==> config.mk <==
export PLATFORM = sky130hd
export DESIGN_NAME = exe_branch
export DESIGN_NICKNAME = d
export VERILOG_FILES = /design/src/uop_pkg.sv /design/src/exe_branch.sv
export VERILOG_INCLUDE_DIRS = /design/src
export SDC_FILE = /design/constraint.sdc
export NUM_CORES = 1
export LEC_CHECK = 0
export BUFFER_PORTS_ARGS = -buffer_cell sky130_fd_sc_hd__buf_2
export CAP_MARGIN = 30
export CORE_MARGIN = 3
export CORE_UTILIZATION = 30
export DETAILED_ROUTE_END_ITERATION = 16
export MAX_ROUTING_LAYER = met4
export PLACE_DENSITY_LB_ADDON = 0.08
export SLEW_MARGIN = 0
export SYNTH_ARGS = -nofsm -noshare
export SYNTH_HDL_FRONTEND = slang
export SYNTH_SLANG_ARGS = --single-unit
==> constraint.sdc <==
create_clock -name vclk -period 9.75
set_input_delay 0.975 -clock vclk [all_inputs]
set_output_delay 0.975 -clock vclk [all_outputs]
set_load 0.05 [all_outputs]
==> src/exe_defines.svh <==
`ifndef EXE_DEFINES_SVH
`define EXE_DEFINES_SVH

// datapath and register file sizes
`define EXE_XLEN 32
`define EXE_RA_W 5
`define EXE_OP_W 4

`endif

==> src/uop_pkg.sv <==
`include "exe_defines.svh"

package uop_pkg;

    typedef enum logic [1:0] {
        ITYPE_NONE = 2'd0,
        ITYPE_ALU  = 2'd1,
        ITYPE_BR   = 2'd2,
        ITYPE_MUL  = 2'd3
    } itype_e;

    typedef enum logic [`EXE_OP_W-1:0] {
        ALU_ADD  = 4'd0,
        ALU_SUB  = 4'd1,
        ALU_SLT  = 4'd2,
        ALU_SLTU = 4'd3,
        ALU_AND  = 4'd4,
        ALU_OR   = 4'd5,
        ALU_XOR  = 4'd6,
        ALU_NOR  = 4'd7,
        ALU_SLL  = 4'd8,
        ALU_SRL  = 4'd9,
        ALU_SRA  = 4'd10,
        ALU_LUI  = 4'd11
    } alu_op_e;

    // branch condition codes
    typedef enum logic [`EXE_OP_W-1:0] {
        BR_JIRL = 4'b0011,
        BR_B    = 4'b0100,
        BR_BL   = 4'b0101,
        BR_BEQ  = 4'b0110,
        BR_BNE  = 4'b0111,
        BR_BLT  = 4'b1000,
        BR_BGE  = 4'b1001,
        BR_BLTU = 4'b1010,
        BR_BGEU = 4'b1011
    } br_cond_e;

    typedef struct packed {
        logic       high;
        logic       sgn;
        logic [1:0] spare;
    } mul_kind_t;

    // one op field decoded per itype
    typedef union packed {
        alu_op_e   alu;
        br_cond_e  br;
        mul_kind_t mul;
    } op_u;

endpackage

==> src/exe_branch.sv <==
`timescale 1ns/1ps
`include "exe_defines.svh"

module exe_branch (
    input  logic                 clk,
    input  logic                 arst_n,
    input  logic                 en,
    input  uop_pkg::br_cond_e    cond,
    input  logic [`EXE_XLEN-1:0] pc,
    input  logic [`EXE_XLEN-1:0] pc_next,
    input  logic [`EXE_XLEN-1:0] imm,
    input  logic [`EXE_XLEN-1:0] a,
    input  logic [`EXE_XLEN-1:0] b,
    output logic                 valid,
    output logic                 taken,
    output logic [`EXE_XLEN-1:0] target,
    output logic [`EXE_XLEN-1:0] link,
    output logic                 mispredict,
    output logic [`EXE_XLEN-1:0] redirect_pc
);
    import uop_pkg::*;

    logic cond_true;

    always_comb begin
        case (cond)
            BR_JIRL, BR_B, BR_BL: cond_true = 1'b1;
            BR_BEQ:  cond_true = (a == b);
            BR_BNE:  cond_true = (a != b);
            BR_BLT:  cond_true = ($signed(a) < $signed(b));
            BR_BGE:  cond_true = ($signed(a) >= $signed(b));
            BR_BLTU: cond_true = (a < b);
            BR_BGEU: cond_true = (a >= b);
            default: cond_true = 1'b0;
        endcase
    end

    assign valid  = en;
    assign taken  = en && cond_true;
    // jirl is register relative
    assign target = (cond == BR_JIRL) ? a + imm : pc + imm;
    assign link   = pc + `EXE_XLEN'(4);

    assign redirect_pc = taken ? target : link;
    assign mispredict  = en && (redirect_pc != pc_next);

    // decode only hands over known branch codes
    a_cond_known: assert property (@(posedge clk) disable iff (!arst_n)
        en |-> cond inside {BR_JIRL, BR_B, BR_BL, BR_BEQ, BR_BNE,
                            BR_BLT, BR_BGE, BR_BLTU, BR_BGEU});

endmodule

==> metrics.md <==
| Metric | Value |
|---|---|
| DRT Wirelength | 21,600 µm |
| RSZ-0062 raised after global routing | no |
| Hold Path Origin | en |
| Cell family with most CP delay | compound AO/OA/AOI/OAI gates |
| Port-buffer cells | 264 |
| Hold-critical path depth | 2 |
| Hold Buf Count CTS | 0 |
| # setup viols final | 0 |
| HPWL Detailed | 19,000 µm |
| Initial Util | 30.8% |
| First-pass GRT wire length | 32,300 µm |
| Post-Synthesis Cells | 706 |
| Setup CP Type | in -> out |
| Register area | 0 µm² |
| Fin. Hold Viols | 0 |
| Resized cells post-CTS | 0 |
| Max frequency | 141 MHz |
| Placed cell area | 0.00642 mm² |
| Post-route ant nets | 0 |
| GR Overflow Total | 0 |
| Finished Cell Area | 0.00643 mm² |
| Worst-path cell chain | buf_2, nand2_1, nor3_2, buf_4, mux2_2, ha_1, fa_1, a21o_1, a221oi_4, o21bai_2, a21oi_2, o21ai_2, a2111oi_0, nor3_1, xor2_1, xnor2_1, o221ai_1, nor4_1, a41oi_1, buf_2 |
| Clock buffers | 0 |
| Gr usage total | a little under a quarter |
| Setup TNS | 0 ps |
| Area grow syn2layout | 30.8% |
| Hold path endpoint | valid |
| Mapped Nets | 938 |
| DRT Pass-1 Iters | 5 |
| Hold Slack | ~2300 ps |
| Post-Synthesis Cell Area | 0.00491 mm² |
| Final GP Congestion | 0.873 |
| Die width | 134 µm |
| Row cnt | 46 |
| Max cap viols | 0 |
| Period Utilization, post-route | 72.7% |
| Sequential fraction of the synthesis area | 0% |
| Arrival time worst endpoint | 6120 ps |
| Power Dens Cells | 98.3 mW/mm² |
| # nets final | 1,185 |
| Largest net degree at the start of global routing | between 40 and 50 |
| CP endpoint kind | output pin |
| Vias in the first global route | 5,799 |
| Crit-path max cell delay | ~530 ps |
| Fin crit period | 7090 ps |
| Vias | 5,949 |
| Average cell area after synthesis | about 7.0 µm² |
| Status | completed |
| Ratio of routed vias to standard cells | 5.09 |
| Worst-path fanout max | 17 |
| Buf/Inv on CP | 3 |
| Core area | 0.0159 mm² |
| Chip height | between 100 and 150 µm |
| DRC errors left | 0 |
| Average wire per standard cell | 18.5 µm |
| Slew @ Worst Pin | 882 ps |
| Worst path slowest cell | a2111oi_0 |
| Netlist cell types | 75 |
| Initial antenna violation count | 1 |
| Number of flip-flops and latches | 0 |
| Yosys synthesis warning count | 0 |
| Max Slew Vio Count | 0 |
| Worst VDD drop | around 0.1 mV |
| Slew HR | just over 40% |
| I/O pin total | roughly 270 |
| FILL cells | 1,812 |
| Lkg Pwr | around 3.3 nW |
| Setup ws final | roughly 2700 ps |
| Die ar. | roughly 0.018 mm² |
| Worst hold path type | in -> out |
| DR iter-0 viols | 307 |
| Postcts setup bufs | 0 |
| Req. time, crit path | roughly 8800 ps |
| Top cell by count, worst path | buf_2 |
| Type of origin of the critical path | primary input |
| Layout cells sized above 1 | around 34% |
| Setup Slack @ Placement | 2710 ps |
cell usage after synthesis, types with 4 or more instances:
cell type	number	share of area (%)
inv_1	81	6.2
nand2_1	70	5.3
ha_1	64	16
xnor2_1	55	9.8
a21oi_1	53	5.4
o21ai_0	40	4.1
mux2_2	32	7.3
xor2_1	32	5.7
nor2_1	30	2.3
nand3_1	26	2.6
a21o_1	19	2.9
nand4_1	18	2.3
nor3_1	15	1.5
clkbuf_1	13	0.99
o211ai_1	13	2.0
and3_1	12	1.5
a31oi_1	8	1.0
and2_1	6	0.76
nor4_1	6	0.76
o2111ai_1	6	1.1
and4_1	5	0.89
o22ai_1	5	0.64
or2_2	5	0.64
a211o_1	4	0.71
buf_2	4	0.41
mux2i_1	4	0.81
nor2b_1	4	0.51
worst max-delay path by stage:
stage | from | to | slack [ps] | cells past startpoint
after global placement | cond[1] | mispredict | 2760 | 20
final | cond[1] | mispredict | 2660 | 20
after global routing | cond[1] | mispredict | 2170 | 20
after floorplan | cond[1] | mispredict | 2040 | 18
after detailed placement | cond[1] | mispredict | 2710 | 20
after CTS | cond[1] | mispredict | 2670 | 20
power by group:
part | internal (mW) | leakage, nW | switching [mW] | total [mW]
combinational | 0.189 | 3.30 | 0.443 | 0.631
sequential | 0 | 0 | 0 | 0
clock | 0.0000000137 | 0.00000634 | 0 | 0.0000000137
total | 0.189 | 3.30 | 0.443 | 0.631
cell type report:
| cell class | instances | area [µm²] | share of cell area [%] |
|---|---|---|---|
| Antenna cell | 1 | 2.50 | 0.0389 |
| Inverter | 82 | 308 | 4.79 |
| Multi-Input combinational cell | 603 | 4510 | 70.2 |
| Timing Repair Buffer | 266 | 1340 | 20.8 |
| Tap cell | 216 | 270 | 4.21 |
routing by layer:
metal	share of wire (%)	GRT usage (%)
met2	44	37.3
met3	6.4	2.25
met5	0	-
met1	49	32.8
met4	0.95	1.89
through the flow:
| stage | instances | total power, mW | utilization [%] |
|---|---|---|---|
| 6_report | 1168 | 0.631 | 40.3 |
| 2_1_floorplan | 706 | 0.452 | - |
| 5_1_grt | 1168 | 0.676 | 40.3 |
| 3_5_place_dp | 1167 | 0.631 | 40.3 |
| 4_1_cts | 1167 | 0.634 | 40.3 |
| 3_3_place_gp | 1167 | 0.632 | 40.3 |
cell usage in the layout, fill, tap and decap left out, types with 19 or more instances in the layout:
master   instances
a21oi_1         53
nor2_1          30
xor2_1          32
nand3_1         26
a21o_1          19
inv_1           81
buf_2          264
o21ai_0         40
mux2_2          32
nand2_1         70
xnor2_1         55
ha_1            64
kinds of logic (layout without fill, tap and decap cells):
kind of cell / count (synthesis) / after routing / share of synthesized area (%)
other: 0 / 1 / 0
AO/OA/AOI/OAI: 193 / 193 / 26.3
XOR/XNOR: 92 / 92 / 17.8
AND/OR/NAND/NOR: 217 / 217 / 22.6
buffers and inverters: 103 / 348 / 8.35
adder cells (fa/ha/maj): 65 / 65 / 16.7
multiplexers: 36 / 36 / 8.15
Note: power is estimated with default switching activity, not from simulation.
