`src/exe_defines.svh`:
```
`ifndef EXE_DEFINES_SVH
`define EXE_DEFINES_SVH

// datapath and register file sizes
`define EXE_XLEN 32
`define EXE_RA_W 5
`define EXE_OP_W 4

`endif

```
`src/uop_pkg.sv`:
```
`include "exe_defines.svh"

package uop_pkg;

    typedef enum logic [1:0] {
        ITYPE_NONE = 2'd0,
        ITYPE_ALU  = 2'd1,
        ITYPE_BR   = 2'd2,
        ITYPE_MUL  = 2'd3
    } itype_e;

    typedef enum logic [`EXE_OP_W-1:0] {
        ALU_ADD  = 4'd0,
        ALU_SUB  = 4'd1,
        ALU_SLT  = 4'd2,
        ALU_SLTU = 4'd3,
        ALU_AND  = 4'd4,
        ALU_OR   = 4'd5,
        ALU_XOR  = 4'd6,
        ALU_NOR  = 4'd7,
        ALU_SLL  = 4'd8,
        ALU_SRL  = 4'd9,
        ALU_SRA  = 4'd10,
        ALU_LUI  = 4'd11
    } alu_op_e;

    // branch condition codes
    typedef enum logic [`EXE_OP_W-1:0] {
        BR_JIRL = 4'b0011,
        BR_B    = 4'b0100,
        BR_BL   = 4'b0101,
        BR_BEQ  = 4'b0110,
        BR_BNE  = 4'b0111,
        BR_BLT  = 4'b1000,
        BR_BGE  = 4'b1001,
        BR_BLTU = 4'b1010,
        BR_BGEU = 4'b1011
    } br_cond_e;

    typedef struct packed {
        logic       high;
        logic       sgn;
        logic [1:0] spare;
    } mul_kind_t;

    // one op field decoded per itype
    typedef union packed {
        alu_op_e   alu;
        br_cond_e  br;
        mul_kind_t mul;
    } op_u;

endpackage

```
`src/exe_mul.sv`:
```
`timescale 1ns/1ps
`include "exe_defines.svh"

module exe_mul (
    input  logic                 clk,
    input  logic                 arst_n,
    input  logic                 load,
    input  uop_pkg::mul_kind_t   kind,
    input  logic [`EXE_XLEN-1:0] a,
    input  logic [`EXE_XLEN-1:0] b,
    output logic [`EXE_XLEN-1:0] product
);
    logic [32:0]        a_ext;
    logic [32:0]        b_ext;
    logic signed [33:0] pp_ll_q;
    logic signed [33:0] pp_lh_q;
    logic signed [33:0] pp_hl_q;
    logic signed [33:0] pp_hh_q;
    logic               high_q;
    logic signed [65:0] sum;

    // 33 bits cover both signed and unsigned operands
    assign a_ext = {kind.sgn & a[31], a};
    assign b_ext = {kind.sgn & b[31], b};

    // low halves are unsigned, upper 17 bits signed
    always_ff @(posedge clk) begin
        if (load) begin
            pp_ll_q <= $signed({1'b0, a_ext[15:0]}) * $signed({1'b0, b_ext[15:0]});
            pp_lh_q <= $signed({1'b0, a_ext[15:0]}) * $signed(b_ext[32:16]);
            pp_hl_q <= $signed(a_ext[32:16]) * $signed({1'b0, b_ext[15:0]});
            pp_hh_q <= $signed(a_ext[32:16]) * $signed(b_ext[32:16]);
        end
    end

    always_ff @(posedge clk or negedge arst_n) begin
        if (!arst_n) begin
            high_q <= 1'b0;
        end else if (load) begin
            high_q <= kind.high;
        end
    end

    // second cycle
    assign sum = (66'(pp_hh_q) <<< 32) + (66'(pp_hl_q) <<< 16)
               + (66'(pp_lh_q) <<< 16) + 66'(pp_ll_q);

    assign product = high_q ? sum[63:32] : sum[31:0];

endmodule

```
`config.mk`:
```
export PLATFORM = sky130hd
export DESIGN_NAME = exe_mul
export DESIGN_NICKNAME = d
export VERILOG_FILES = /design/src/uop_pkg.sv /design/src/exe_mul.sv
export VERILOG_INCLUDE_DIRS = /design/src
export SDC_FILE = /design/constraint.sdc
export NUM_CORES = 2
export LEC_CHECK = 0
export BUFFER_PORTS_ARGS = -buffer_cell sky130_fd_sc_hd__buf_4
export CAP_MARGIN = 40
export CORE_MARGIN = 1
export CORE_UTILIZATION = 41
export CTS_CLUSTER_DIAMETER = 80
export DETAILED_ROUTE_END_ITERATION = 6
export PLACE_DENSITY_LB_ADDON = 0.3
export SYNTH_ARGS = -nofsm -noshare
export SYNTH_HDL_FRONTEND = slang
export SYNTH_SLANG_ARGS = --single-unit
```
`constraint.sdc`:
```
create_clock -name clk -period 9.9 [get_ports clk]
set_clock_uncertainty 0.05 [all_clocks]
set_input_delay 1.98 -clock clk [delete_from_list [all_inputs] [get_ports clk]]
set_output_delay 1.98 -clock clk [all_outputs]
set_load 0.05 [all_outputs]
```
==> out/qor.txt <==
Number of flops mapped to enable cells by yosys: 132
Maximum number of pins on one net before global-route repair: 64
Root buffer selected by CTS: clkbuf_16
Residual antenna-violating net count after detailed routing: 0
Hold Buf Count CTS: 0
Slew @ Worst Pin: 0.8374 ns
Hold Path Class: in2async
Total die area: 114800 sq um
Cell count of the worst reg-to-reg path: 3
Synthesis warning total: 0
First DRT Iteration DRCs: 2062
TritonCTS clock tree: yes
Maximum level of the CTS H-tree: 4
Wire length of the first global-routing pass: 200500 um
Synthesized netlist net count: 6536
Final RePlAce weighted congestion: 0.8717
Core area: 112500 sq um
Final-report hold violation count: 0
Clock-pin slew on the worst setup and hold paths: 0.07 ns
Number of buffers between clock root and the deepest sink: 2
Slack of the worst reg-to-reg path: 8.30 ns
Layout Area Growth over Synthesis: 5.419%
Worst stage delay on the critical path: 0.55 ns
Beginning of the worst register-to-register path: high_q$_DFFE_PN0P_
Vias in the first global route: 35580
Sequential cell area fraction in the yosys report: 0.08574
Worst setup EP type: register
GRT Residual Overflow: 0
Final net count: 6450
Post-cts repair resize count: 0
Crit path time final: 8.472 ns
Final Cycle Share: 0.8557
Ratio of cells with drive above 1 in the final layout: 0.04055
# Max-Cap Violations: 0
Number of remaining DRC errors: 0
Via/cell ratio: 5.093
CTS Buf Count: 17
Share of flip-flops with an asynchronous set or reset: 0.007519
TritonRoute pass-1 iters: 5
Total setup buffers inserted after CTS: 0
End of the worst register-to-register path: high_q$_DFFE_PN0P_
Critical path class: in2reg
Largest fanout of any net on the critical path: 14
Required arrival time at the worst endpoint: 10.20 ns
Cell repeated most along the worst path: fa_1
Buffers added on ports: 100
Overall fraction of global-route tracks in use: 0.2256
Die boundary height: 338.9 um
Total Negative Setup Slacks: 0 ns
Mapped Cells: 5005
Clk Latency, worst-skew pair: 0.48 ns
Mapped cell area: 46520 sq um
Max-slew violation count: 0
Arrival time at the worst endpoint: 8.77 ns
Total number of vias: 32770
Io pins: 103
Outcome: finished, final reports clean
Average footprint of a synthesized cell: 9.295 sq um
Cell with the biggest individual delay on the critical path: fa_1
Count of state elements after synthesis: 133
Antenna violations before repair: 11
Width of the die: 338.9 um
# clock sinks: 133
RSZ-0062 raised after global routing: no
Top FF cell, synth: edfxtp_1
Aggregate routed wire length: 123700 um
Std-Cell Rows: 123
Average wire per cell in the routed design: 19.22 um
Count of different cell masters after synthesis: 81
Startpoint types: primary input
Final setup viols: 0
Headroom to the max-slew limit: 0.4377
Max Clk Rate: 118.0 MHz
Sum of net half-perimeters after detailed placement: 94110 um
Effective utilization at floorplan: 0.4135
layout make-up:
type,count,area [sq um]
multi-input combinational,3457,37220
timing repair buffer,116,894.6
clock inverter,15,156.4
sequential,133,3989
fill,10990,63450
clock buffer,17,425.4
antenna,2,5.005
tap,1500,1877
inverter,1194,4482
layout by cell type, fill, tap and decap left out, drive strengths merged, types with 6 or more instances in the layout:
master,Yosys,final
inv,1194,1204
fa,1012,1012
nand2,612,612
and2,496,496
ha,448,448
a21oi,133,133
edfxtp,132,132
xnor2,126,126
buf,4,116
nor2,100,100
o21ai,66,66
a21o,64,64
xor2,44,44
o21a,28,28
nand3,28,28
o21bai,27,27
and3,27,27
nor2b,26,26
nor3,23,23
or2,21,21
nand2b,18,18
clkbuf,217,17
nand4,16,16
a211oi,16,16
a31oi,12,12
mux2,11,11
or3,9,9
o31ai,8,8
a31o,8,8
nor4,6,6
o211ai,6,6
cells by family (layout without fill, tap and decap cells):
| group | after synthesis | in the layout | synth area share |
|---|---|---|---|
| xor gates and xnor gates | 170 | 170 | 0.03200 |
| adders and majority gates | 1460 | 1460 | 0.5560 |
| DFF | 133 | 133 | 0.08574 |
| muxes | 12 | 12 | 0.002878 |
| and+or+nand+nor | 1393 | 1393 | 0.1484 |
| AOI/OAI and AO/OA | 422 | 422 | 0.06070 |
| other | 0 | 2 | 0 |
| buffers and inverters | 1415 | 1342 | 0.1143 |
per-layer routing:
| layer | share of wire | track usage |
|---|---|---|
| met4 | 0.028 | 0.06250 |
| met2 | 0.47 | 0.3753 |
| met5 | 0.00011 | 0 |
| met1 | 0.44 | 0.3039 |
| met3 | 0.062 | 0.03651 |
worst max-delay path by stage:
| stage | startpoint | end | slack, ns | cells past startpoint |
|---|---|---|---|---|
| after floorplan | a[31] | pp_hl_q[33]$_DFFE_PP_ | 1.71 | 26 |
| after global placement | kind[2] | pp_hl_q[33]$_DFFE_PP_ | 1.02 | 25 |
| after detailed placement | kind[2] | pp_hh_q[31]$_DFFE_PP_ | 0.99 | 22 |
| after CTS | kind[2] | pp_hl_q[33]$_DFFE_PP_ | 1.49 | 25 |
| after global routing | kind[2] | pp_hh_q[31]$_DFFE_PP_ | 1.13 | 22 |
| final | kind[2] | pp_hl_q[33]$_DFFE_PP_ | 1.43 | 25 |
registers in the layout, summed over array words and instances, names as in the netlist:
register / count
high_q: 1
pp_lh_q: 34
pp_ll_q: 32
pp_hh_q: 32
pp_hl_q: 34
worst max-delay path: cells and delay by family:
| family | cells | cell delay, ns |
|---|---|---|
| fa+ha+maj | 7 | 3.31 |
| simple gates | 7 | 1.80 |
| buf+inv | 6 | 0.60 |
| compound gates | 5 | 1.05 |
synthesized netlist by cell type (5+ instances only):
cell type     n  area (sq um)
nor2_1      100         375.4
or3_1         9         56.30
edfxtp_1    132          3964
a31oi_1      11         68.82
nand2b_1     18         112.6
a41oi_1       5         43.79
o21ai_0      62         310.3
nand2_1     612          2297
xnor2_1     126          1104
a31o_2        7         61.31
inv_1      1194          4482
o31ai_1       7         52.55
nor2b_1      26         162.7
nor4_1        6         37.54
or2_2        20         125.1
a211oi_1     16         120.1
mux2_2       11         123.9
and3_1       27         168.9
clkbuf_1    217         814.5
nand3_1      27         135.1
and2_1      495          3097
o21a_1       28         210.2
a21o_1       64         480.5
a21oi_1     132         660.6
xor2_1       44         385.4
ha_1        448          5605
nor3_1       22         110.1
fa_1       1012         20260
o211ai_1      6         45.04
o21bai_1     27         202.7
nand4_1      16         100.1
per-stage QoR:
| stage | cells | area (sq um) | worst slack, ns | util | hold WS [ns] |
|---|---|---|---|---|---|
| final | 6434 | 49040 | 1.428 | 0.4360 | 1.208 |
| after global routing | 6433 | 49040 | 1.125 | 0.4359 | 1.187 |
| after CTS | 6432 | 49040 | 1.487 | 0.4359 | 1.186 |
| after detailed placement | 6400 | 48460 | 0.9904 | 0.4307 | 1.306 |
| after global placement | 6399 | 48430 | 1.022 | 0.4305 | 1.313 |
| after floorplan | 5005 | 46520 | 1.709 | - | 0.9598 |
Power is not shown: default switching activity piles up to over one toggle a cycle in this logic, so the estimate is an artifact.
