==> src/exe_defines.svh <==
`ifndef EXE_DEFINES_SVH
`define EXE_DEFINES_SVH

// datapath and register file sizes
`define EXE_XLEN 32
`define EXE_RA_W 5
`define EXE_OP_W 4

`endif

==> src/uop_pkg.sv <==
`include "exe_defines.svh"

package uop_pkg;

    typedef enum logic [1:0] {
        ITYPE_NONE = 2'd0,
        ITYPE_ALU  = 2'd1,
        ITYPE_BR   = 2'd2,
        ITYPE_MUL  = 2'd3
    } itype_e;

    typedef enum logic [`EXE_OP_W-1:0] {
        ALU_ADD  = 4'd0,
        ALU_SUB  = 4'd1,
        ALU_SLT  = 4'd2,
        ALU_SLTU = 4'd3,
        ALU_AND  = 4'd4,
        ALU_OR   = 4'd5,
        ALU_XOR  = 4'd6,
        ALU_NOR  = 4'd7,
        ALU_SLL  = 4'd8,
        ALU_SRL  = 4'd9,
        ALU_SRA  = 4'd10,
        ALU_LUI  = 4'd11
    } alu_op_e;

    // branch condition codes
    typedef enum logic [`EXE_OP_W-1:0] {
        BR_JIRL = 4'b0011,
        BR_B    = 4'b0100,
        BR_BL   = 4'b0101,
        BR_BEQ  = 4'b0110,
        BR_BNE  = 4'b0111,
        BR_BLT  = 4'b1000,
        BR_BGE  = 4'b1001,
        BR_BLTU = 4'b1010,
        BR_BGEU = 4'b1011
    } br_cond_e;

    typedef struct packed {
        logic       high;
        logic       sgn;
        logic [1:0] spare;
    } mul_kind_t;

    // one op field decoded per itype
    typedef union packed {
        alu_op_e   alu;
        br_cond_e  br;
        mul_kind_t mul;
    } op_u;

endpackage

==> src/pipe_pkg.sv <==
package pipe_pkg;

    // producer of the lane 0 mid entry
    typedef enum logic [1:0] {
        FU_NONE = 2'd0,
        FU_ALU  = 2'd1,
        FU_BR   = 2'd2,
        FU_MUL  = 2'd3
    } fu_sel_e;

endpackage

==> src/exe_mid_stage.sv <==
`timescale 1ns/1ps
`include "exe_defines.svh"

module exe_mid_stage (
    input  logic                 clk,
    input  logic                 arst_n,
    input  logic                 stall,
    input  logic                 flush,
    input  logic                 eu0_en,
    input  uop_pkg::itype_e      eu0_itype,
    input  uop_pkg::op_u         eu0_op,
    input  logic [`EXE_RA_W-1:0] eu0_rd,
    input  logic [`EXE_XLEN-1:0] eu0_pc,
    input  logic [`EXE_XLEN-1:0] eu0_alu_result,
    input  logic [`EXE_XLEN-1:0] eu0_link,
    input  logic                 eu1_en,
    input  uop_pkg::itype_e      eu1_itype,
    input  logic [`EXE_RA_W-1:0] eu1_rd,
    input  logic [`EXE_XLEN-1:0] eu1_pc,
    input  logic [`EXE_XLEN-1:0] eu1_alu_result,
    output logic                 mid_en0,
    output logic [`EXE_RA_W-1:0] mid_rd0,
    output logic [`EXE_XLEN-1:0] mid_pc0,
    output logic [`EXE_XLEN-1:0] mid_data0,
    output pipe_pkg::fu_sel_e    mid_fu_sel0,
    output logic                 mid_en1,
    output logic [`EXE_RA_W-1:0] mid_rd1,
    output logic [`EXE_XLEN-1:0] mid_pc1,
    output logic [`EXE_XLEN-1:0] mid_data1
);
    import uop_pkg::*;
    import pipe_pkg::*;

    fu_sel_e fu0;
    logic    links;
    logic    wr0;
    logic    wr1;

    always_comb begin
        case (eu0_itype)
            ITYPE_ALU: fu0 = FU_ALU;
            ITYPE_BR:  fu0 = FU_BR;
            ITYPE_MUL: fu0 = FU_MUL;
            default:   fu0 = FU_NONE;
        endcase
    end

    // only bl and jirl write a register
    assign links = (eu0_op.br == BR_BL) || (eu0_op.br == BR_JIRL);

    assign wr0 = eu0_en && !stall && (eu0_rd != '0) &&
                 ((fu0 == FU_ALU) || (fu0 == FU_MUL) || ((fu0 == FU_BR) && links));
    // mispredicted packet partner is dropped here
    assign wr1 = eu1_en && !stall && !flush && (eu1_rd != '0) && (eu1_itype == ITYPE_ALU);

    always_ff @(posedge clk or negedge arst_n) begin
        if (!arst_n) begin
            mid_en0     <= 1'b0;
            mid_en1     <= 1'b0;
            mid_fu_sel0 <= FU_NONE;
        end else begin
            mid_en0     <= wr0;
            mid_en1     <= wr1;
            mid_fu_sel0 <= stall ? FU_NONE : fu0;
        end
    end

    always_ff @(posedge clk) begin
        mid_rd0   <= eu0_rd;
        mid_pc0   <= eu0_pc;
        mid_data0 <= (fu0 == FU_BR) ? eu0_link : eu0_alu_result;
        mid_rd1   <= eu1_rd;
        mid_pc1   <= eu1_pc;
        mid_data1 <= eu1_alu_result;
    end

endmodule

==> config.mk <==
export PLATFORM = sky130hd
export DESIGN_NAME = exe_mid_stage
export DESIGN_NICKNAME = d
export VERILOG_FILES = /design/src/uop_pkg.sv /design/src/pipe_pkg.sv /design/src/exe_mid_stage.sv
export VERILOG_INCLUDE_DIRS = /design/src
export SDC_FILE = /design/constraint.sdc
export NUM_CORES = 1
export LEC_CHECK = 0
export BUFFER_PORTS_ARGS = -buffer_cell sky130_fd_sc_hd__buf_2
export CAP_MARGIN = 0
export CORE_AREA = 2 2 125 127
export DETAILED_ROUTE_END_ITERATION = 8
export DIE_AREA = 0 0 127 129
export RECOVER_POWER = 100
export SYNTH_ARGS = -nofsm -noshare
export SYNTH_HDL_FRONTEND = slang
export SYNTH_SLANG_ARGS = --single-unit
==> constraint.sdc <==
create_clock -name clk -period 0.8 [get_ports clk]
set_input_delay 0.24 -clock clk [delete_from_list [all_inputs] [get_ports clk]]
set_output_delay 0.24 -clock clk [all_outputs]
set_load 0.02 [all_outputs]
==> summary.md, run 1 <==
| Metric | Value |
|---|---|
| Critical Path AT | roughly 0.96 ns |
| Crit-path cells | buf_6 |
| Area share of the largest cell type after synthesis | 0.789 |
| Failing checks | negative setup slack |
| GR Overflow Total | 0 |
| Diodes inserted | 0 |
| Synth area leaders | dfxtp_1 (79%), mux2_4 (13%), dfrtp_1 (2.9%), buf_12 (1.7%), mux2_2 (0.64%) |
| Final Max Tran Viols | 0 |
| Cells after Synth | ~190 |
| Final Hold Fails | 0 |
| CTS max path bufs | 2 |
| Setup crit end kind | output pin |
| Post-synthesis adder-cell area fraction | 0 |
| Worst Hold Slack | approximately 0.047 ns |
| Pwr dens | around 2200 nW/um^2 |
| Max Used Layer | met4 |
| Period minus WS final | approximately 1.2 ns |
| Yosys reg bits | around 140 |
| Worst-path fanout max | 1 |
| Synth area leader | dfxtp_1 |
| Root Driver | clkbuf_16 |
| Yosys cell types | 17 |
| Top Ports | 326 |
| CP Class | reg -> out |
| Max_cap viols | 0 |
| DR vias/cell | between 3 and 4 |
| Routability cong. | between 0.7 and 0.8 |
| Remaining antenna violation count | 0 |
| Via count | 3216 |
| Die H | around 130 um |
| Metal2 WL | 7300 um |
| YS warnings | 0 |
| Worst IR Drop VDD | approximately 1.3 mV |
| Compound-gate portion of the synthesized area | 0.00393 |
| Tightest Pin Transition | between 0.3 and 0.4 ns |
| Floorplan Core Area | around 15000 um^2 |
| Ys async rst share | 0.0282 |
| Worst Path Buf+Inv | 1 |
| Sequential-to-total area share from yosys stat | 0.818 |
| Critical path depth | 1 |
| Xor/xnor share of the synthesized area | 0.00250 |
| P_leak | between 3 and 4 nW |
| Number of synthesized flops with an enable pin | 0 |
| Worst Path Required | ~0.56 ns |
| Hold Path Class | in -> reg |
| Setup-failing EPs final | 142 |
| Die area | 16400 um^2 |
| First-pass GRT wire length | around 19000 um |
| Syn Std Cell Area | 3500 um^2 |
| Initial antenna violation count | 0 |
| Most common cell in the netlist | dfxtp_1 |
| 1st-pass router iterations | 4 |
| Overall Global Routing Usage | 0.155 |
| Largest net degree at the start of global routing | 33 |
| Syn nets | approximately 380 |
| CP startpoint kind | flip-flop |
| Clock sink count | approximately 140 |
| Standard-cell rows | between 40 and 50 |
| Worst slew margin | 0.791 |
| Setup TNS | -41.33 ns |
| Drt wl/cell | 16.0 um |
| CTS Buf Count | 17 |
| Post-synth top flop | dfxtp_1 |
| Top cells by count, synth | dfxtp_1 (138), mux2_4 (30), dfrtp_1 (4), buf_12 (3) |
| Number of global-route vias before repair | 3504 |
| Setup ws final | -0.399 ns |
| CP peak stage delay | ~0.4 ns |
| Final worst-path cycle share | 1.50 |
| I/O Buffers | between 300 and 400 |
| Metal3 WL | about 1200 um |
| Hold Path Cell Cnt | 3 |
| Share of layout cells above drive strength 1 | 0.793 |
| Outcome | finished, violations left |
| Worst-path cell with the longest stage delay | dfrtp_1 |
| Multi-input logic area | 576 um^2 |
| Largest family of logic cells by synthesized area | multiplexers |
| Routed wire length | 13500 um |
| Htree depth | 4 |
| Fmax | 0.834 GHz |
| RSZ-0062 raised after global routing | yes |
| DRC viols | 0 |
| Synth-to-Final Area Change | 131% |
| Final total power | between 15 and 20 mW |
| Initial Util | 0.234 |
| Filler Cells Inserted | ~1200 |
| Initial drt markers | 91 |
| Mux contribution to synthesized area | 0.135 |
| Detailed Place HPWL | approximately 8200 um |
| Post-synthesis simple-gate area fraction | 0.0193 |
| Clk pin slew, worst setup/hold paths | 0.07 ns |
| Register Area | between 3000 and 4000 um^2 |
| Metal1 wirelength | approximately 4800 um |
| Average cell area after synthesis | 18.2 um^2 |
| Top delay family on crit path | flip-flops |
| CTS tree | done |
| Final net count | approximately 830 |
| Die width | 127 um |
power breakdown:
group | switching, mW | total, mW | internal [mW] | leakage [nW]
clock | 3.30 | 7.65 | 4.35 | 0.277
sequential | 0.215 | 7.80 | 7.58 | 1.22
combinational | 1.08 | 2.72 | 1.64 | 2.30
total | 4.59 | 18.2 | 13.6 | 3.80
metrics by stage:
stage	worst slack (ns)	instances	utilization	instance area, um^2
after floorplan	-0.233	192	-	3500
after global placement	-0.413	705	0.356	5330
after detailed placement	-0.443	705	0.356	5330
after CTS	-0.426	844	0.537	8040
after global routing	-0.434	845	0.540	8080
final	-0.399	845	0.540	8080
tightest hold or removal path: cells and delay by family:
family | cells | cell delay [ns]
AOI/OAI and AO/OA | 1 | 0.03
buffers and inverters | 1 | 0.09
and+or+nand+nor | 1 | 0.05
cell type report:
| class | count | area share |
|---|---|---|
| clock inverters | 13 | 0.0142 |
| multi-input cells | 45 | 0.0712 |
| well taps | 188 | 0.0291 |
| flip-flops and latches | 142 | 0.376 |
| inverters | 1 | 0.000464 |
| clock buffers | 19 | 0.0574 |
| repair buffers | 437 | 0.452 |
what timing repair did:
item	4_1_cts	5_1_grt
buffers inserted	0	0
gates cloned	0	2
endpoints found under the setup margin	142	145
hold buffers	107	0
endpoints found under the hold margin	110	0
resized for setup	419	10
cell families after synthesis:
family,after synthesis
AO/OA/AOI/OAI,2
buffers and inverters,5
AND/OR/NAND/NOR,10
flip-flops,142
XOR/XNOR,1
multiplexers,32
path summary, 6_finish.rpt:
kind / start / to / slack, ns
max in group asynchronous: arst_n / mid_en1$_DFF_PN0_ / 0.36
worst max-delay path: mid_fu_sel0[1]$_DFF_PN0_ / mid_fu_sel0[1] / -0.40
worst min-delay path: eu1_itype[0] / mid_en1$_DFF_PN0_ / 0.05
min in group asynchronous: arst_n / mid_fu_sel0[0]$_DFF_PN0_ / 0.22
layer usage:
metal	vias to the layer above	track usage
met1	1465	0.157
met5	-	0
met3	13	0.0653
met2	203	0.288
met4	0	0.0530
li1	1535	-
placed cells by master, fill, tap and decap left out:
cell	count
a21oi_1	1
a41oi_1	1
buf_2	167
buf_4	1
buf_6	144
buf_8	1
clkbuf_1	13
clkbuf_16	19
clkbuf_4	2
clkbuf_8	2
clkinv_4	2
clkinvlp_4	3
dfrtp_1	4
dfxtp_2	138
dlygate4sd3_1	107
inv_1	1
inv_6	6
inv_8	2
mux2_4	32
nand2_1	1
nor2_1	2
nor2b_1	2
nor2b_4	1
nor3_2	1
nor4b_1	2
or4_1	1
xor2_1	1
sequential cells by signal, indices dropped and copies added (netlist names):
| name | flops |
|---|---|
| mid_pc1 | 32 |
| mid_data1 | 32 |
| mid_pc0 | 32 |
| mid_rd0 | 5 |
| mid_en0 | 1 |
| mid_data0 | 32 |
| mid_fu_sel0 | 2 |
| mid_rd1 | 5 |
| mid_en1 | 1 |
No activity file was read; power rests on OpenSTA's default activity.
==> run 2: changes to the inputs <==
Settings changed: ABC_AREA from default to 1, CORE_AREA 2 2 125 127 to 2 2 128 130, DIE_AREA 0 0 127 129 to 0 0 130 132.
==> summary.md, run 2 <==
| Metric | Value |
|---|---|
| Htree depth | 4 |
| Routability cong. | 0.739 |
| Initial drt markers | 85 |
| Non-Filler Instances | 960 |
| Combinational share of power | 0.148 |
| Cells after Synth | 273 |
| Largest net degree at the start of global routing | 33 |
| Worst Hold Slack | 0.0219 ns |
| Filler Cells Inserted | ~1400 |
| GR Overflow Total | 0 |
| CTS Buf Count | 17 |
| Critical path origin | mid_en0$_DFF_PN0_ |
| RSZ-0062 raised after global routing | yes |
| Max_cap viols | 0 |
| Post-synth top flop | dfxtp_1 |
| Post-Place Cells | ~810 |
| Seq pwr share | 0.427 |
| Multi-input logic area | slightly below 500 um^2 |
| Remaining antenna violation count | 0 |
| Via count | 3614 |
| Yosys reg bits | between 100 and 150 |
| Outcome | finished, violations left |
| Final core utilization | 0.520 |
| Drt wl/cell | around 15 um |
| Critical path depth | 1 |
| Crit-path cells | buf_6 |
| Period minus WS final | about 1.2 ns |
| CTS tree | done |
| Worst-path fanout max | 1 |
| Pwr dens | approximately 2200 nW/um^2 |
| I/O Buffers | between 300 and 400 |
| Ys async rst share | 0.0282 |
| Die H | 132 um |
| Detailed Place HPWL | between 8000 and 9000 um |
| DR vias/cell | 3.76 |
| Final Hold Fails | 0 |
| Share of layout cells above drive strength 1 | 0.659 |
| Setup-failing EPs final | 142 |
| Setup ws final | -0.382 ns |
| Final net count | around 920 |
| Setup crit end kind | output pin |
| Worst slew margin | 0.753 |
| Top delay family on crit path | flip-flops |
| Worst IR Drop VDD | around 1.3 mV |
| Clk network pwr share | 0.424 |
| P_leak | between 3 and 4 nW |
| Register Area | 3040 um^2 |
| Routed wire length | around 14000 um |
| Area share of the largest cell type after synthesis | 0.800 |
| CTS max path bufs | 2 |
| Syn nets | 457 |
| Average cell area after synthesis | approximately 13 um^2 |
| Syn Std Cell Area | approximately 3500 um^2 |
| 1st-pass router iterations | 4 |
| CP Class | reg -> out |
| First-pass GRT wire length | slightly above 20000 um |
| Initial antenna violation count | 0 |
| Yosys cell types | 15 |
| Worst Path Buf+Inv | 1 |
| Final Max Tran Viols | 0 |
| Hold Path Cell Cnt | 3 |
| Hold Path Class | in -> reg |
| DRC viols | 0 |
| YS warnings | 0 |
| Clk pin slew, worst setup/hold paths | 0.07 ns |
| Fmax | between 0.8 and 0.9 GHz |
| Post-route cell area | 8160 um^2 |
| Die area | roughly 17000 um^2 |
| Design internal power | 13.6 mW |
| CP startpoint kind | flip-flop |
| Worst hold start | eu0_alu_result[21] |
| Tightest Pin Transition | roughly 0.37 ns |
| Most frequent cells in the layout | buf_2 (171), buf_6 (142), dfxtp_2 (138) |
| Diodes inserted | 0 |
| Floorplan Core Area | approximately 16000 um^2 |
| Post-CTS Setup Bufs | 0 |
| Clock sink count | 142 |
| Sequential-to-total area share from yosys stat | 0.829 |
| Number of global-route vias before repair | 3962 |
| Standard-cell rows | 46 |
| Root Driver | clkbuf_16 |
| Initial Util | 0.220 |
| Top Ports | approximately 330 |
| Critical Path AT | 0.94 ns |
| Switching pwr | around 4.6 mW |
| Setup TNS | -41.02 ns |
| Synth area leaders | dfxtp_1 (80%), nand2_1 (7.6%), nand3_1 (4.6%), dfrtp_1 (2.9%), buf_6 (0.98%) |
| Synth area leader | dfxtp_1 |
| Die width | 130 um |
| Overall Global Routing Usage | 0.160 |
| Final worst-path cycle share | 1.48 |
| Number of synthesized flops with an enable pin | 0 |
| Top cells by count, synth | dfxtp_1 (138), nand2_1 (70), nand3_1 (32), nor2_1 (8) |
| Failing checks | negative setup slack |
| Sw Share | 0.254 |
| Worst Path Required | around 0.56 ns |
| Dpl cell area | 5330 um^2 |
| Synth-to-Final Area Change | 136% |
| CP peak stage delay | between 0.3 and 0.4 ns |
| Final total power | roughly 18 mW |
| Pre-CTS setup slack | -0.205 ns |
| Most common cell after layout, fill and taps aside | buf_2 |
| Worst-path cell with the longest stage delay | dfrtp_1 |
| Most common cell in the netlist | dfxtp_1 |
## run 2: changes by cell type in the layout (fill, tap and decap cells not counted), moves of 4 or more
cell and delta:
inv_1 +4, buf_2 +4, nor2_1 +5, nand3_1 +32, nand2_1 +69, mux2_4 -32, dlygate4sd3_1 +13
## run 2: what timing repair did
item | CTS | global route
pin swaps | 0 | 2
endpoints found under the setup margin | 142 | 144
endpoints found under the hold margin | 123 | 0
gates resized for setup | 421 | 2
hold buffers | 120 | 0
## run 2: layout make-up
cell class | instances | area share
timing repair buffer | 449 | 0.460
sequential | 142 | 0.372
multi-input combinational | 116 | 0.0607
clock buffer | 18 | 0.0538
tap | 216 | 0.0331
clock inverter | 14 | 0.0182
inverter | 5 | 0.00230
## run 2: worst paths after layout
path / end / slack [ns]
min in group asynchronous: mid_en0$_DFF_PN0_ / 0.18
worst max-delay path: mid_en0 / -0.38
worst min-delay path: mid_data0[21]$_DFF_P_ / 0.02
max in group asynchronous: mid_fu_sel0[0]$_DFF_PN0_ / 0.41
## run 2: logic make-up (layout without fill, tap and decap cells)
logic type | count (synthesis) | count (layout) | synth area share
DFF | 142 | 142 | 0.829
and+or+nand+nor | 113 | 113 | 0.138
AOI/OAI and AO/OA | 3 | 3 | 0.00507
buffers and inverters | 15 | 486 | 0.0283
## run 2: routing by layer
metal / part of all wire / global-route usage / up-vias
met2: 0.52 / 0.296 / 203
met4: 0.023 / 0.0633 / 0
met5: 0 / 0 / -
met1: 0.37 / 0.160 / 1620
li1: - / - / 1772
met3: 0.088 / 0.0593 / 19
## run 2: tightest hold or removal path, stage by stage
cell and delay (ns):
buf_2 0.07, nand2_1 0.04, nand2_1 0.04
## run 2: power groups by stage
stage	combinational, mW	clock, mW	sequential [mW]
finish	2.71	7.75	7.81
global route	2.88	8.27	7.84
CTS	2.70	7.93	7.79
detailed placement	1.74	0	7.75
global placement	1.73	0	7.75
floorplan	0.230	0	8.32
==> run 3: changes to the inputs <==
Settings changed: PLACE_DENSITY from default to 0.56.
==> summary.md, run 3 (synthesis results as in run 2) <==
| Metric | Value |
|---|---|
| Final total power | between 15 and 20 mW |
| Clk pin slew, worst setup/hold paths | around 0.060 ns |
| Non-Filler Instances | about 960 |
| Detailed Place HPWL | 9100 um |
| Dpl cell area | 5320 um^2 |
| GR Overflow Total | 0 |
| Final Max Tran Viols | 0 |
| Overall Global Routing Usage | 0.157 |
| P_leak | between 3 and 4 nW |
| Largest net degree at the start of global routing | 33 |
| Die width | approximately 130 um |
| Initial Util | 0.220 |
| Setup crit end kind | output pin |
| Crit-path cells | buf_6 |
| Worst-path fanout max | 1 |
| Worst slew margin | 0.716 |
| Top Ports | roughly 330 |
| Share of layout cells above drive strength 1 | 0.666 |
| Root Driver | clkbuf_16 |
| Remaining antenna violation count | 0 |
| Top delay family on crit path | flip-flops |
| Hold Path Class | in -> reg |
| First-pass GRT wire length | 20100 um |
| Most common cell after layout, fill and taps aside | buf_2 |
| Failing checks | negative setup slack |
| Via count | 3599 |
| Most frequent cells in the layout | buf_2 (174), buf_6 (142), dfxtp_2 (138) |
| Final Hold Fails | 0 |
| Max_cap viols | 0 |
| Worst hold start | eu0_alu_result[7] |
| Setup-failing EPs final | between 100 and 150 |
| Fmax | 0.852 GHz |
| Drt wl/cell | 14.7 um |
| DR vias/cell | around 3.8 |
| Register Area | slightly above 3000 um^2 |
| Outcome | finished, violations left |
| Standard-cell rows | 46 |
| Post-route cell area | 8080 um^2 |
| CP Class | reg -> out |
| DRC viols | 0 |
| Filler Cells Inserted | 1370 |
| CP peak stage delay | 0.39 ns |
| Worst-path cell with the longest stage delay | dfrtp_1 |
| Worst Path Buf+Inv | 1 |
| CTS max path bufs | 2 |
| CTS Buf Count | 17 |
| Die area | roughly 17000 um^2 |
| Critical Path AT | a little over 0.9 ns |
| Routability cong. | 0.755 |
| CTS tree | done |
| Routed wire length | between 10000 and 15000 um |
| Period minus WS final | approximately 1.2 ns |
| Hold EP | mid_data0[7]$_DFF_P_ |
| Setup ws final | -0.373 ns |
| RSZ-0062 raised after global routing | yes |
| Worst Path Required | roughly 0.56 ns |
| Htree depth | 4 |
| Critical path origin | mid_en1$_DFF_PN0_ |
| Floorplan Core Area | 15700 um^2 |
| I/O Buffers | between 300 and 400 |
| Final net count | between 900 and 1000 |
| Final worst-path cycle share | 1.47 |
| Initial antenna violation count | 0 |
| Number of global-route vias before repair | approximately 3800 |
| 1st-pass router iterations | 4 |
| CP startpoint kind | flip-flop |
| Setup TNS | -40.65 ns |
| Pwr dens | roughly 2300 nW/um^2 |
| Hold Path Cell Cnt | 3 |
| Clock sink count | ~140 |
| Synth-to-Final Area Change | 134% |
| Diodes inserted | 0 |
| Multi-input logic area | 493 um^2 |
| Die H | ~130 um |
| Worst IR Drop VDD | ~1.3 mV |
| Post-Place Cells | slightly above 800 |
| Initial drt markers | slightly below 70 |
| Tightest Pin Transition | between 0.4 and 0.5 ns |
| Final core utilization | 0.514 |
==> run 3: cell types whose count changed in the layout (fill, tap and decap cells not counted), moves of 2 or more <==
cell,previous run,this run
dlygate4sd3_1,120,113
clkinv_4,1,5
buf_2,171,174
buf_4,1,4
buf_12,2,0
clkinvlp_4,4,2
inv_6,6,4
==> run 3: worst max path at each step <==
stage / end / depth (start not counted)
3_5_place_dp: mid_data0[25]$_DFF_P_ / 5
6_report: mid_en1 / 1
2_1_floorplan: mid_data0[23]$_DFF_P_ / 4
4_1_cts: mid_en0 / 1
3_3_place_gp: mid_data0[11]$_DFF_P_ / 5
5_1_grt: mid_fu_sel0[1] / 1
==> run 3: report_power, final <==
group	switching, mW	total (mW)	internal, mW	leakage, nW
combinational	1.15	2.67	1.52	2.40
clock	3.31	7.78	4.47	0.282
sequential	0.211	7.80	7.59	1.22
==> run 3: timing repair <==
item / CTS / global route
gates resized for setup: 420 / 2
pin swaps: 0 / 1
setup endpoints to repair: 142 / 143
buffers inserted: 0 / 0
endpoints found under the hold margin: 116 / 0
hold buffers: 113 / 0
gates cloned: 0 / 0
==> run 3: per-stage QoR <==
step / hold slack [ns] / worst slack (ns)
after global placement: 0.0480 / -0.169
after CTS: 0.000425 / -0.389
final: 0.0222 / -0.373
after global routing: 0.00559 / -0.416
after detailed placement: 0.0484 / -0.189
after floorplan: -0.0556 / 0.0327
==> run 3: metal layers <==
layer | track usage | routed length (um) | vias up
met4 | 0.0609 | 272 | 0
met3 | 0.0751 | 1440 | 18
met1 | 0.157 | 5230 | 1612
met2 | 0.278 | 7110 | 201
li1 | - | - | 1768
met5 | 0 | 0 | -
==> run 3: layout make-up <==
| cell class | count | share of cell area |
|---|---|---|
| repair buffers | 444 | 0.455 |
| multi-input cells | 116 | 0.0610 |
| inverters | 5 | 0.00232 |
| clock buffers | 18 | 0.0544 |
| flip-flops and latches | 142 | 0.376 |
| well taps | 216 | 0.0335 |
| clock inverters | 14 | 0.0181 |
